==> src/source/cpu_types_pkg.sv <==
/*
 * shared types for the single-cycle MIPS subset core
 * width localparams, opcode / funct / alu operation enums,
 * decoded instruction fields and the control word
 */
`default_nettype none

package cpu_types_pkg;

   localparam int word_w     = 32;
   localparam int reg_addr_w = 5;
   localparam int imm_w      = 16;
   localparam int op_w       = 6;
   localparam int funct_w    = 6;
   localparam int num_regs   = 2 ** reg_addr_w;

   // instr[31:26]
   typedef enum logic [op_w-1:0] {
      rtype = 6'b000000,
      beq   = 6'b000100,
      bne   = 6'b000101,
      andi  = 6'b001100,
      ori   = 6'b001101,
      xori  = 6'b001110,
      lui   = 6'b001111,
      lw    = 6'b100011,
      sw    = 6'b101011,
      halt  = 6'b111111
   } opcode_t;

   // instr[5:0] when opcode is rtype
   typedef enum logic [funct_w-1:0] {
      fn_sll  = 6'b000000,
      fn_srl  = 6'b000010,
      fn_add  = 6'b100000,
      fn_addu = 6'b100001,
      fn_sub  = 6'b100010,
      fn_subu = 6'b100011,
      fn_and  = 6'b100100,
      fn_or   = 6'b100101,
      fn_xor  = 6'b100110,
      fn_nor  = 6'b100111,
      fn_slt  = 6'b101010,
      fn_sltu = 6'b101011
   } funct_t;

   typedef enum logic [3:0] {
      alu_add,
      alu_sub,
      alu_and,
      alu_or,
      alu_xor,
      alu_nor,
      alu_sll,
      alu_srl,
      alu_slt,
      alu_sltu
   } alu_op_t;

   typedef struct packed {
      logic [reg_addr_w-1:0] rs;
      logic [reg_addr_w-1:0] rt;
      logic [reg_addr_w-1:0] rd;
      logic [reg_addr_w-1:0] shamt;
      logic [imm_w-1:0]      imm16;
   } instr_fields_t;

   typedef struct packed {
      logic reg_dst;     // 1 = rd, 0 = rt
      logic ext_op;      // 1 = sign extend
      logic alu_src;     // 1 = immediate operand
      logic mem_wr;
      logic mem_rd;
      logic mem_to_reg;
      logic lui_sel;
      logic reg_wr;
      logic shift_sel;   // shamt drives the shifter
      logic halt;
   } ctrl_t;

endpackage

`default_nettype wire

==> src/source/alu.sv <==
/*
 * combinational alu
 * arithmetic, logic, shifts, signed and unsigned compare, zero flag
 */
`default_nettype none

module alu (
   input  cpu_types_pkg::alu_op_t                op,
   input  logic [cpu_types_pkg::word_w-1:0]     a,
   input  logic [cpu_types_pkg::word_w-1:0]     b,
   input  logic [cpu_types_pkg::reg_addr_w-1:0] shamt,
   output logic [cpu_types_pkg::word_w-1:0]     result,
   output logic                                 zero
);

   logic lt_signed;
   logic lt_unsigned;

   assign lt_signed   = $signed(a) < $signed(b);
   assign lt_unsigned = a < b;

   always_comb begin
      case (op)
         cpu_types_pkg::alu_add:  result = a + b;
         cpu_types_pkg::alu_sub:  result = a - b;
         cpu_types_pkg::alu_and:  result = a & b;
         cpu_types_pkg::alu_or:   result = a | b;
         cpu_types_pkg::alu_xor:  result = a ^ b;
         cpu_types_pkg::alu_nor:  result = ~(a | b);
         cpu_types_pkg::alu_sll:  result = b << shamt;   // shifts act on rt
         cpu_types_pkg::alu_srl:  result = b >> shamt;   // logical, zero fill
         cpu_types_pkg::alu_slt: begin
            result = {{(cpu_types_pkg::word_w-1){1'b0}}, lt_signed};
         end
         cpu_types_pkg::alu_sltu: begin
            result = {{(cpu_types_pkg::word_w-1){1'b0}}, lt_unsigned};
         end
         default: result = '0;
      endcase
   end

   // used by beq / bne after a subtract
   assign zero = (result == '0);

endmodule

`default_nettype wire

==> src/source/register_file.sv <==
/*
 * 32 x 32 register file
 * two combinational read ports, one write port, r0 reads zero
 */
`default_nettype none

module register_file (
   input  logic                                 clk,
   input  logic                                 rst,
   input  logic                                 wen,
   input  logic [cpu_types_pkg::reg_addr_w-1:0] waddr,
   input  logic [cpu_types_pkg::word_w-1:0]     wdata,
   input  logic [cpu_types_pkg::reg_addr_w-1:0] raddr1,
   input  logic [cpu_types_pkg::reg_addr_w-1:0] raddr2,
   output logic [cpu_types_pkg::word_w-1:0]     rdata1,
   output logic [cpu_types_pkg::word_w-1:0]     rdata2
);

   logic [cpu_types_pkg::word_w-1:0] regs [cpu_types_pkg::num_regs];

   always_ff @(posedge clk) begin
      if (rst) begin
         for (int i = 0; i < cpu_types_pkg::num_regs; i++) begin
            regs[i] <= '0;
         end
      end else if (wen && (waddr != '0)) begin   // r0 writes dropped
         regs[waddr] <= wdata;
      end
   end

   // old value visible until the writing edge
   assign rdata1 = (raddr1 == '0) ? '0 : regs[raddr1];
   assign rdata2 = (raddr2 == '0) ? '0 : regs[raddr2];

endmodule

`default_nettype wire

==> src/source/control_unit.sv <==
/*
 * instruction decode for the single-cycle core
 * field split, control word, alu operation select, branch decision
 */
`default_nettype none

module control_unit (
   input  logic [cpu_types_pkg::word_w-1:0] instr,
   input  logic                             zero,
   output cpu_types_pkg::instr_fields_t     fields,
   output cpu_types_pkg::ctrl_t             ctrl,
   output cpu_types_pkg::alu_op_t           alu_op,
   output logic                             pc_src
);

   cpu_types_pkg::opcode_t op;
   cpu_types_pkg::funct_t  funct;
   logic                   is_shift;

   assign op           = cpu_types_pkg::opcode_t'(instr[31:26]);
   assign funct        = cpu_types_pkg::funct_t'(instr[5:0]);
   assign fields.rs    = instr[25:21];
   assign fields.rt    = instr[20:16];
   assign fields.rd    = instr[15:11];
   assign fields.shamt = instr[10:6];
   assign fields.imm16 = instr[15:0];

   assign is_shift = (funct == cpu_types_pkg::fn_sll) || (funct == cpu_types_pkg::fn_srl);

   always_comb begin
      ctrl        = '0;
      ctrl.ext_op = 1'b1;   // sign extend unless logical immediate
      case (op)
         cpu_types_pkg::rtype: begin
            ctrl.reg_dst   = 1'b1;
            ctrl.reg_wr    = 1'b1;
            ctrl.shift_sel = is_shift;
         end
         cpu_types_pkg::ori,
         cpu_types_pkg::andi,
         cpu_types_pkg::xori: begin
            ctrl.ext_op  = 1'b0;
            ctrl.alu_src = 1'b1;
            ctrl.reg_wr  = 1'b1;
         end
         cpu_types_pkg::lui: begin
            ctrl.lui_sel = 1'b1;
            ctrl.reg_wr  = 1'b1;
         end
         cpu_types_pkg::lw: begin
            ctrl.alu_src    = 1'b1;
            ctrl.mem_rd     = 1'b1;
            ctrl.mem_to_reg = 1'b1;
            ctrl.reg_wr     = 1'b1;
         end
         cpu_types_pkg::sw: begin
            ctrl.alu_src = 1'b1;
            ctrl.mem_wr  = 1'b1;
         end
         cpu_types_pkg::halt: ctrl.halt = 1'b1;
         default: ;          // unknown opcode behaves as nop
      endcase
   end

   always_comb begin
      if (op == cpu_types_pkg::rtype) begin
         case (funct)
            cpu_types_pkg::fn_sub,
            cpu_types_pkg::fn_subu: alu_op = cpu_types_pkg::alu_sub;
            cpu_types_pkg::fn_and:  alu_op = cpu_types_pkg::alu_and;
            cpu_types_pkg::fn_or:   alu_op = cpu_types_pkg::alu_or;
            cpu_types_pkg::fn_xor:  alu_op = cpu_types_pkg::alu_xor;
            cpu_types_pkg::fn_nor:  alu_op = cpu_types_pkg::alu_nor;
            cpu_types_pkg::fn_sll:  alu_op = cpu_types_pkg::alu_sll;
            cpu_types_pkg::fn_srl:  alu_op = cpu_types_pkg::alu_srl;
            cpu_types_pkg::fn_slt:  alu_op = cpu_types_pkg::alu_slt;
            cpu_types_pkg::fn_sltu: alu_op = cpu_types_pkg::alu_sltu;
            default:                alu_op = cpu_types_pkg::alu_add;  // add, addu
         endcase
      end else begin
         case (op)
            cpu_types_pkg::ori:  alu_op = cpu_types_pkg::alu_or;
            cpu_types_pkg::andi: alu_op = cpu_types_pkg::alu_and;
            cpu_types_pkg::xori: alu_op = cpu_types_pkg::alu_xor;
            cpu_types_pkg::beq,
            cpu_types_pkg::bne:  alu_op = cpu_types_pkg::alu_sub;  // compare rs, rt
            default:             alu_op = cpu_types_pkg::alu_add;  // lw / sw address
         endcase
      end
   end

   // branch decision lives only here
   assign pc_src = ((op == cpu_types_pkg::beq) &&  zero) ||
                   ((op == cpu_types_pkg::bne) && !zero);

endmodule

`default_nettype wire

==> src/source/single_cycle_cpu.sv <==
/*
 * single-cycle MIPS subset core
 * pc and halt flag, immediate extension, operand and write-back muxes,
 * instruction and data memory ports
 */
`default_nettype none

module single_cycle_cpu (
   input  logic                             clk,
   input  logic                             rst,
   output logic [cpu_types_pkg::word_w-1:0] imem_addr,
   input  logic [cpu_types_pkg::word_w-1:0] instr,
   output logic [cpu_types_pkg::word_w-1:0] dmem_addr,
   output logic [cpu_types_pkg::word_w-1:0] dmem_wdata,
   output logic                             dmem_wen,
   output logic                             dmem_ren,
   input  logic [cpu_types_pkg::word_w-1:0] dmem_rdata,
   output logic                             halted
);

   localparam int ext_w = cpu_types_pkg::word_w - cpu_types_pkg::imm_w;

   logic [cpu_types_pkg::word_w-1:0]     pc;
   logic [cpu_types_pkg::word_w-1:0]     pc_plus4;
   logic [cpu_types_pkg::word_w-1:0]     br_target;
   cpu_types_pkg::instr_fields_t         fields;
   cpu_types_pkg::ctrl_t                 ctrl;
   cpu_types_pkg::alu_op_t               alu_op;
   logic                                 pc_src;
   logic                                 zero;
   logic [cpu_types_pkg::word_w-1:0]     rdata1;
   logic [cpu_types_pkg::word_w-1:0]     rdata2;
   logic [cpu_types_pkg::word_w-1:0]     imm_ext;
   logic [cpu_types_pkg::word_w-1:0]     alu_b;
   logic [cpu_types_pkg::reg_addr_w-1:0] alu_shamt;
   logic [cpu_types_pkg::word_w-1:0]     alu_result;
   logic [cpu_types_pkg::word_w-1:0]     wb_data;
   logic [cpu_types_pkg::reg_addr_w-1:0] wb_addr;
   logic                                 active;

   control_unit u_ctrl (
      .instr  (instr),
      .zero   (zero),
      .fields (fields),
      .ctrl   (ctrl),
      .alu_op (alu_op),
      .pc_src (pc_src)
   );

   register_file u_regs (
      .clk    (clk),
      .rst    (rst),
      .wen    (ctrl.reg_wr && active),
      .waddr  (wb_addr),
      .wdata  (wb_data),
      .raddr1 (fields.rs),
      .raddr2 (fields.rt),
      .rdata1 (rdata1),
      .rdata2 (rdata2)
   );

   alu u_alu (
      .op     (alu_op),
      .a      (rdata1),
      .b      (alu_b),
      .shamt  (alu_shamt),
      .result (alu_result),
      .zero   (zero)
   );

   // nothing commits in reset or once halted
   assign active = !rst && !halted;

   assign imm_ext = ctrl.ext_op ? {{ext_w{fields.imm16[cpu_types_pkg::imm_w-1]}}, fields.imm16}
                                : {{ext_w{1'b0}}, fields.imm16};

   assign alu_b     = ctrl.alu_src ? imm_ext : rdata2;
   assign alu_shamt = ctrl.shift_sel ? fields.shamt : '0;

   assign wb_addr = ctrl.reg_dst ? fields.rd : fields.rt;

   always_comb begin
      if (ctrl.mem_to_reg) begin
         wb_data = dmem_rdata;
      end else if (ctrl.lui_sel) begin
         wb_data = {fields.imm16, {ext_w{1'b0}}};   // imm in upper half
      end else begin
         wb_data = alu_result;
      end
   end

   // word addressed data port, address straight from the adder
   assign dmem_addr  = alu_result;
   assign dmem_wdata = rdata2;
   assign dmem_wen   = ctrl.mem_wr && active;
   assign dmem_ren   = ctrl.mem_rd && active;

   assign imem_addr = pc;
   assign pc_plus4  = pc + 32'd4;
   assign br_target = pc_plus4 + {imm_ext[cpu_types_pkg::word_w-3:0], 2'b00};

   always_ff @(posedge clk) begin
      if (rst) begin
         pc     <= '0;
         halted <= 1'b0;
      end else if (!halted) begin
         if (ctrl.halt) begin
            halted <= 1'b1;    // pc stays on the halt word
         end else begin
            pc <= pc_src ? br_target : pc_plus4;
         end
      end
   end

endmodule

`default_nettype wire

==> config.mk <==
export PLATFORM = sky130hd
export DESIGN_NAME = single_cycle_cpu
export DESIGN_NICKNAME = d
export VERILOG_FILES = /design/src/source/cpu_types_pkg.sv /design/src/source/alu.sv /design/src/source/register_file.sv /design/src/source/control_unit.sv /design/src/source/single_cycle_cpu.sv
export SDC_FILE = /design/constraint.sdc
export NUM_CORES = 2
export LEC_CHECK = 0
export BUFFER_PORTS_ARGS = -buffer_cell sky130_fd_sc_hd__buf_4
export CAP_MARGIN = 10
export CORE_UTILIZATION = 30
export DETAILED_ROUTE_END_ITERATION = 10
export PLACE_DENSITY = 0.42
export SYNTH_ARGS = -nofsm -noshare
export SYNTH_HDL_FRONTEND = slang
export SYNTH_SLANG_ARGS = --single-unit
==> constraint.sdc <==
create_clock -name clk -period 10.9 [get_ports clk]
set_input_delay 2.18 -clock clk [delete_from_list [all_inputs] [get_ports clk]]
set_output_delay 2.18 -clock clk [all_outputs]
set_load 0.02 [all_outputs]
; Word level (Yosys, flattened, before mapping)
; Memory sizes are Yosys's and may differ from the RTL's.
; Index checks and enable logic that the tools add are counted.
[word_totals]
romBits = 0
out_inout_bits = 99
latch_bits = 0
mem_count = 1
elab_cells = 101
input_bits = 66
mem_bits_rw = 1024
reg_bits = 33
[classes]
n_mux = 31
n_eq_ne = 27
mul = 0
n_bitwise = 6
reduce_logical = 26
add_sub_neg = 4
shifts = 2
n_lt_le_gt_ge = 2
div = 0
[mem_list]
columns = name, depth, word_bits, rd, rd_ports_with_merged_regs, write_ports, line_no
row1 = u_regs.regs, 32, 32, 2, 0, 32, register_file.sv:19  ; logic [cpu_types_pkg::word_w-1:0] regs [cpu_types_pkg::num_regs];
[op_table]
columns = op, n
row1 = $pmux W32 S10, 1
row2 = $mux W32, 8
row3 = $eq A6 B6 Y1 const B, 11
row4 = $add A32 B32 Y32, 2
row5 = $lt A32 B32 Y1, 2
row6 = $pmux W4 S9, 1
row7 = $add A32 B3 Y32 const B, 1
row8 = $and A32 B32 Y32, 1
row9 = $logic_not A32 Y1, 1
row10 = $not A32 Y32, 1
row11 = $or A32 B32 Y32, 1
row12 = $reduce_or A32 Y1, 1
row13 = $shl A32 B5 Y32, 1
row14 = $shr A32 B5 Y32, 1
row15 = $sub A32 B32 Y32, 1
row16 = $xor A32 B32 Y32, 1
row17 = $eq A6 B4 Y1 const B, 4
row18 = $eq A4 B3 Y1 const B, 4
row19 = $mux W1, 15
row20 = $mux W5, 3
row21 = $eq A6 B3 Y1 const B, 2
row22 = $logic_not A6 Y1, 2
row23 = $pmux W3 S4, 1
row24 = $logic_not A5 Y1, 2
row25 = other kinds (17), 30

; Depth between registers and ports, before layout
[depth]
word_depth = 12
depth_mapped = 35
ltp_nobuf = 26

; Hierarchy
; From an unflattened synthesis, not the netlist that was laid out.
[unflattened]
hier_cells = 5668
hier_area_um2 = 69250.2
[modules_own_cells]
columns = mod, area_per_inst_um2, seq_area_each_um2, cells_per_inst, instances
row1 = register_file, 54253.3, 30749.5, 3502, 1
row2 = alu, 9864.5, 0.0, 1466, 1
row3 = single_cycle_cpu, 4545.6, 620.6, 619, 1
row4 = control_unit, 586.8, 0.0, 81, 1

; Worst setup path before layout
; OpenSTA, ideal clock, no wires.
[synth_timing]
path_type = input to output
from = input instr[21] (netlist name)
to = output dmem_addr[28] (netlist name)
slack_ns = 0.815
stages = 23
arrival_time_ns = 7.905
required_ns = 8.720
path_buffers = 4
cell_sequence = clkbuf_1 clkbuf_1 clkbuf_1 clkbuf_1 mux4_2 mux4_2 nand2_1 a21o_1 ha_1 inv_1 fa_1 nor2b_1 o311ai_0 a311oi_1 o211ai_1 nand3_1 nand4_1 and4_1 o31ai_1 o41ai_1 mux2i_1 xnor2_1 o21ai_0
[synth_via]
elab_chain_len = 5
word_cells_on_any_way = 10
cone_classes = 2 x add/sub / 2 x mux / 4 x bitwise / 1 x reduce/logical / 1 x memory
[synth_rtl]
columns = element, line_no
row1 = "start, declared", single_cycle_cpu.sv:12  ; input logic [cpu_types_pkg::word_w-1:0] instr,
row2 = $mem_v2 Z32 W32 or $logic_not A5 Y1 (tied branches), n/a
row3 = $mux W32 (*), register_file.sv:32  ; assign rdata1 = (raddr1 == '0) ? '0 : regs[raddr1];
row4 = branches (longest 2 deep; another with $sub A32 B32 Y32), n/a
row5 = $pmux W32 S10 (*), alu.sv:23  ; case (op)
row6 = "end, declared", single_cycle_cpu.sv:13  ; output logic [cpu_types_pkg::word_w-1:0] dmem_addr,
; Mark *: on every way between the ends.

; Worst setup path after layout
[layout_timing]
from = input instr[18] (netlist name)
to = output dmem_addr[30] (netlist name)
[layout_via]
elab_chain_len = 6
word_cells_on_any_way = 13
cone_classes = 2 x add/sub / 2 x shift / 3 x mux / 4 x bitwise / 1 x reduce/logical / 1 x memory
[layout_rtl]
columns = element, line_no
row1 = $mem_v2 Z32 W32 or $logic_not A5 Y1 (tied branches), n/a
row2 = $mux W32 (*), register_file.sv:33  ; assign rdata2 = (raddr2 == '0) ? '0 : regs[raddr2];
row3 = $mux W32 (*), single_cycle_cpu.sv:77  ; assign alu_b = ctrl.alu_src ? imm_ext : rdata2;
row4 = branches (longest 2 deep; another with $sub A32 B32 Y32), n/a
row5 = $pmux W32 S10 (*), alu.sv:23
; Marks and branches as above.

==> out/results.ini <==
[routing]
drtIter0Drc = 6686
drcViolationCount = 0
wl_per_cell_um = 37.9
wirelength_mm = 331
first_pass_iters = 6
ant_nets = 0
vias = 53300
via_per_inst = 6.10

[global_routing]
grt_pass1_wl_mm = 450
grt_pass1_vias = 52100
track_usage = 0.297
grt_antenna_before_repair = 11
grt_max_degree = 66
overflow = 0

[cells_and_area]
area_delta_synth_final_pct = 16.9
multiInputGateArea_um2 = 32100
nNetsFinal = 6000
utilization = 0.355
num-fill-cells = 21100
drive_above_1_share = 0.257
register_area_um2 = 31400

[logic_synthesis]
synth_top_family_by_area = multiplexers
synth_xor_area_frac = 0.00978
syn_area_per_cell_um2 = 11.8
synthAdderAreaFrac = 0.0256
muxShareOfSynthArea = 0.208
synth_seq_cells = 1055
synth_compound_area_frac = 0.104
synth_ff_type = edfxtp_1
synth_simple_gate_area_share = 0.131
syn_inst = 5545
synth-edff-count = 1024
synth_top_area_frac = 0.470
synth_area_leaders = edfxtp_1, mux4_2, nor2_1
ys_seq_area_frac = 0.480
synth_area_um2 = 65400
synth_common_cells = nor2_1, edfxtp_1, mux4_2
synth_largest_area_cell = edfxtp_1
yosys_warnings = 0
synth_cell_types = 107
async_flop_share = 0
synth.most_common_cell = nor2_1

[clock_network]
clkTransAtPathRegs_ps = 60
clock-sinks = 1055
ctsRootBufferMaster = clkbuf_16
cts_max_level = 3
clk_latency_ps = 820
cts_hold_buf = 0
clockBufferDepth = 3
numCtsBuffers = 121
cts_setup_buffers = 0
tritoncts = done

[run_status]
status = finished, final reports clean

[timing]
fmax_mhz = 93.3
worst_slew_pin_slew_ps = 1220
fin_crit_ps = 10710
setup_viol = 0
rsz0062_at_grt = false
timing.hold.ws_ps = 554
period_share = 0.983
final_max_slew_viol_count = 0
timing.final.ws_setup_ps = 187
clock_skew_ps = 69.1
finalHoldViolCount = 0
maxSlewHeadroom = 0.185

[setup_path]
r2r_slack_ps = 3050
path_class = input port to output port
cp-start-kind = input port
crit_fanout = 19
critical_path_arrival_ps = 8530
cp.required_ps = 8720
critPathCaptureType = output port

[place]
hpwl_mm = 227
gp_congestion = 1.03
dp_worst_setup_slack_ps = -28.1
portBuffers = 162

[die]
design.core.area_um2 = 215000
die_area_um2 = 220000
start_util = 0.303
die_w_um = 469
pin_count = 165
rows = 170
dieHeight_um = 469

[run]
maxCapViolations = 0

[power]
ir_worst_vdd_mv = 0.147
leakagePower_nw = 28.2
power_density_nw_per_um2 = 165

[min_path]
hold_class = register to register

[registers in the layout, indices dropped and copies added (netlist names)]
signal,cells
halted,1
imem_addr,30
u_regs.regs,1024
[per-layer routing]
layer | vias up | GRT usage | wire length, um
li1 | 21800 | - | -
met1 | 28100 | 0.393 | 136000
met2 | 2865 | 0.460 | 148000
met3 | 616 | 0.0567 | 27400
met4 | 10 | 0.160 | 20200
met5 | - | 0 | 71
[cells by family (layout without fill, tap and decap cells)]
logic type      Yosys count  count (layout)
simple gates           1983            1983
buf+inv                 625             949
fa+ha+maj               132             132
mux                     723             723
other cells               1              35
xor+xnor                 73              73
flops                  1055            1055
compound gates          953             953
[report_power, final]
part           internal (W)  switching [W]
combinational       0.00113        0.00255
clock               0.00242        0.00183
sequential          0.00459      0.0000819
[metrics by stage]
step | TNS [ps] | std cells | total power, W | instance area (um2)
detailed placement | -28.1 | 8517 | 0.00836 | 72300
floorplan | 0 | 5578 | 0.00653 | 65500
CTS | 0 | 8740 | 0.0126 | 76400
global placement | -18.5 | 8517 | 0.00837 | 72300
finish | 0 | 8741 | 0.0126 | 76400
global route | 0 | 8741 | 0.0129 | 76400
[cell usage in the layout (no fill, tap or decap), types with 121 or more instances in the layout]
cell type | netlist | layout
buf_4 | 9 | 575
clkbuf_16 | 0 | 122
edfxtp_1 | 1024 | 1024
ha_1 | 129 | 129
mux2i_1 | 158 | 158
mux4_2 | 504 | 504
nand2_1 | 320 | 288
nor2_1 | 1186 | 1180
o21ai_0 | 134 | 121
[layout make-up]
cell class | count | area share
antenna | 1 | 0.0000327
clock buffer | 138 | 0.0407
clock inverter | 85 | 0.0121
inverter | 118 | 0.00580
multi-input combinational | 3898 | 0.420
sequential | 1055 | 0.410
tap | 2838 | 0.0465
timing repair buffer | 608 | 0.0642
[worst paths after layout]
path,cells past startpoint,from,to
max,26,instr[18],dmem_addr[30]
min,2,imem_addr[2]$_SDFFE_PP0P_,imem_addr[2]$_SDFFE_PP0P_
max reg2reg,28,u_regs.regs[15][2]$_SDFFCE_PN0P_,imem_addr[9]$_SDFFE_PP0P_
min reg2reg,2,imem_addr[2]$_SDFFE_PP0P_,imem_addr[2]$_SDFFE_PP0P_
[worst max-delay path, stage by stage]
cell and delay [ps]:
buf_6 180, buf_4 210, or3b_2 660, buf_4 240
o22a_1 210, nand4_1 270, nand3_1 400, inv_1 230
nand2_1 70, and2_1 190, ha_1 310, o21ai_0 120
nor2b_1 170, o21ba_2 200, a21oi_1 230, a311oi_1 150
buf_4 180, o311ai_0 690, a21oi_1 260, o21ai_0 340
a41oi_1 190, a31o_2 290, a31oi_1 180, buf_4 140
inv_1 40, buf_4 150
[timing repair]
item | 4_1_cts | 5_1_grt
cloned | 0 | 0
gates resized for setup | 1 | 10
endpoints found under the hold margin | 0 | 0
setup endpoints to repair | 1 | 5
pin swaps | 0 | 0
(Power assumes the default switching activity.)
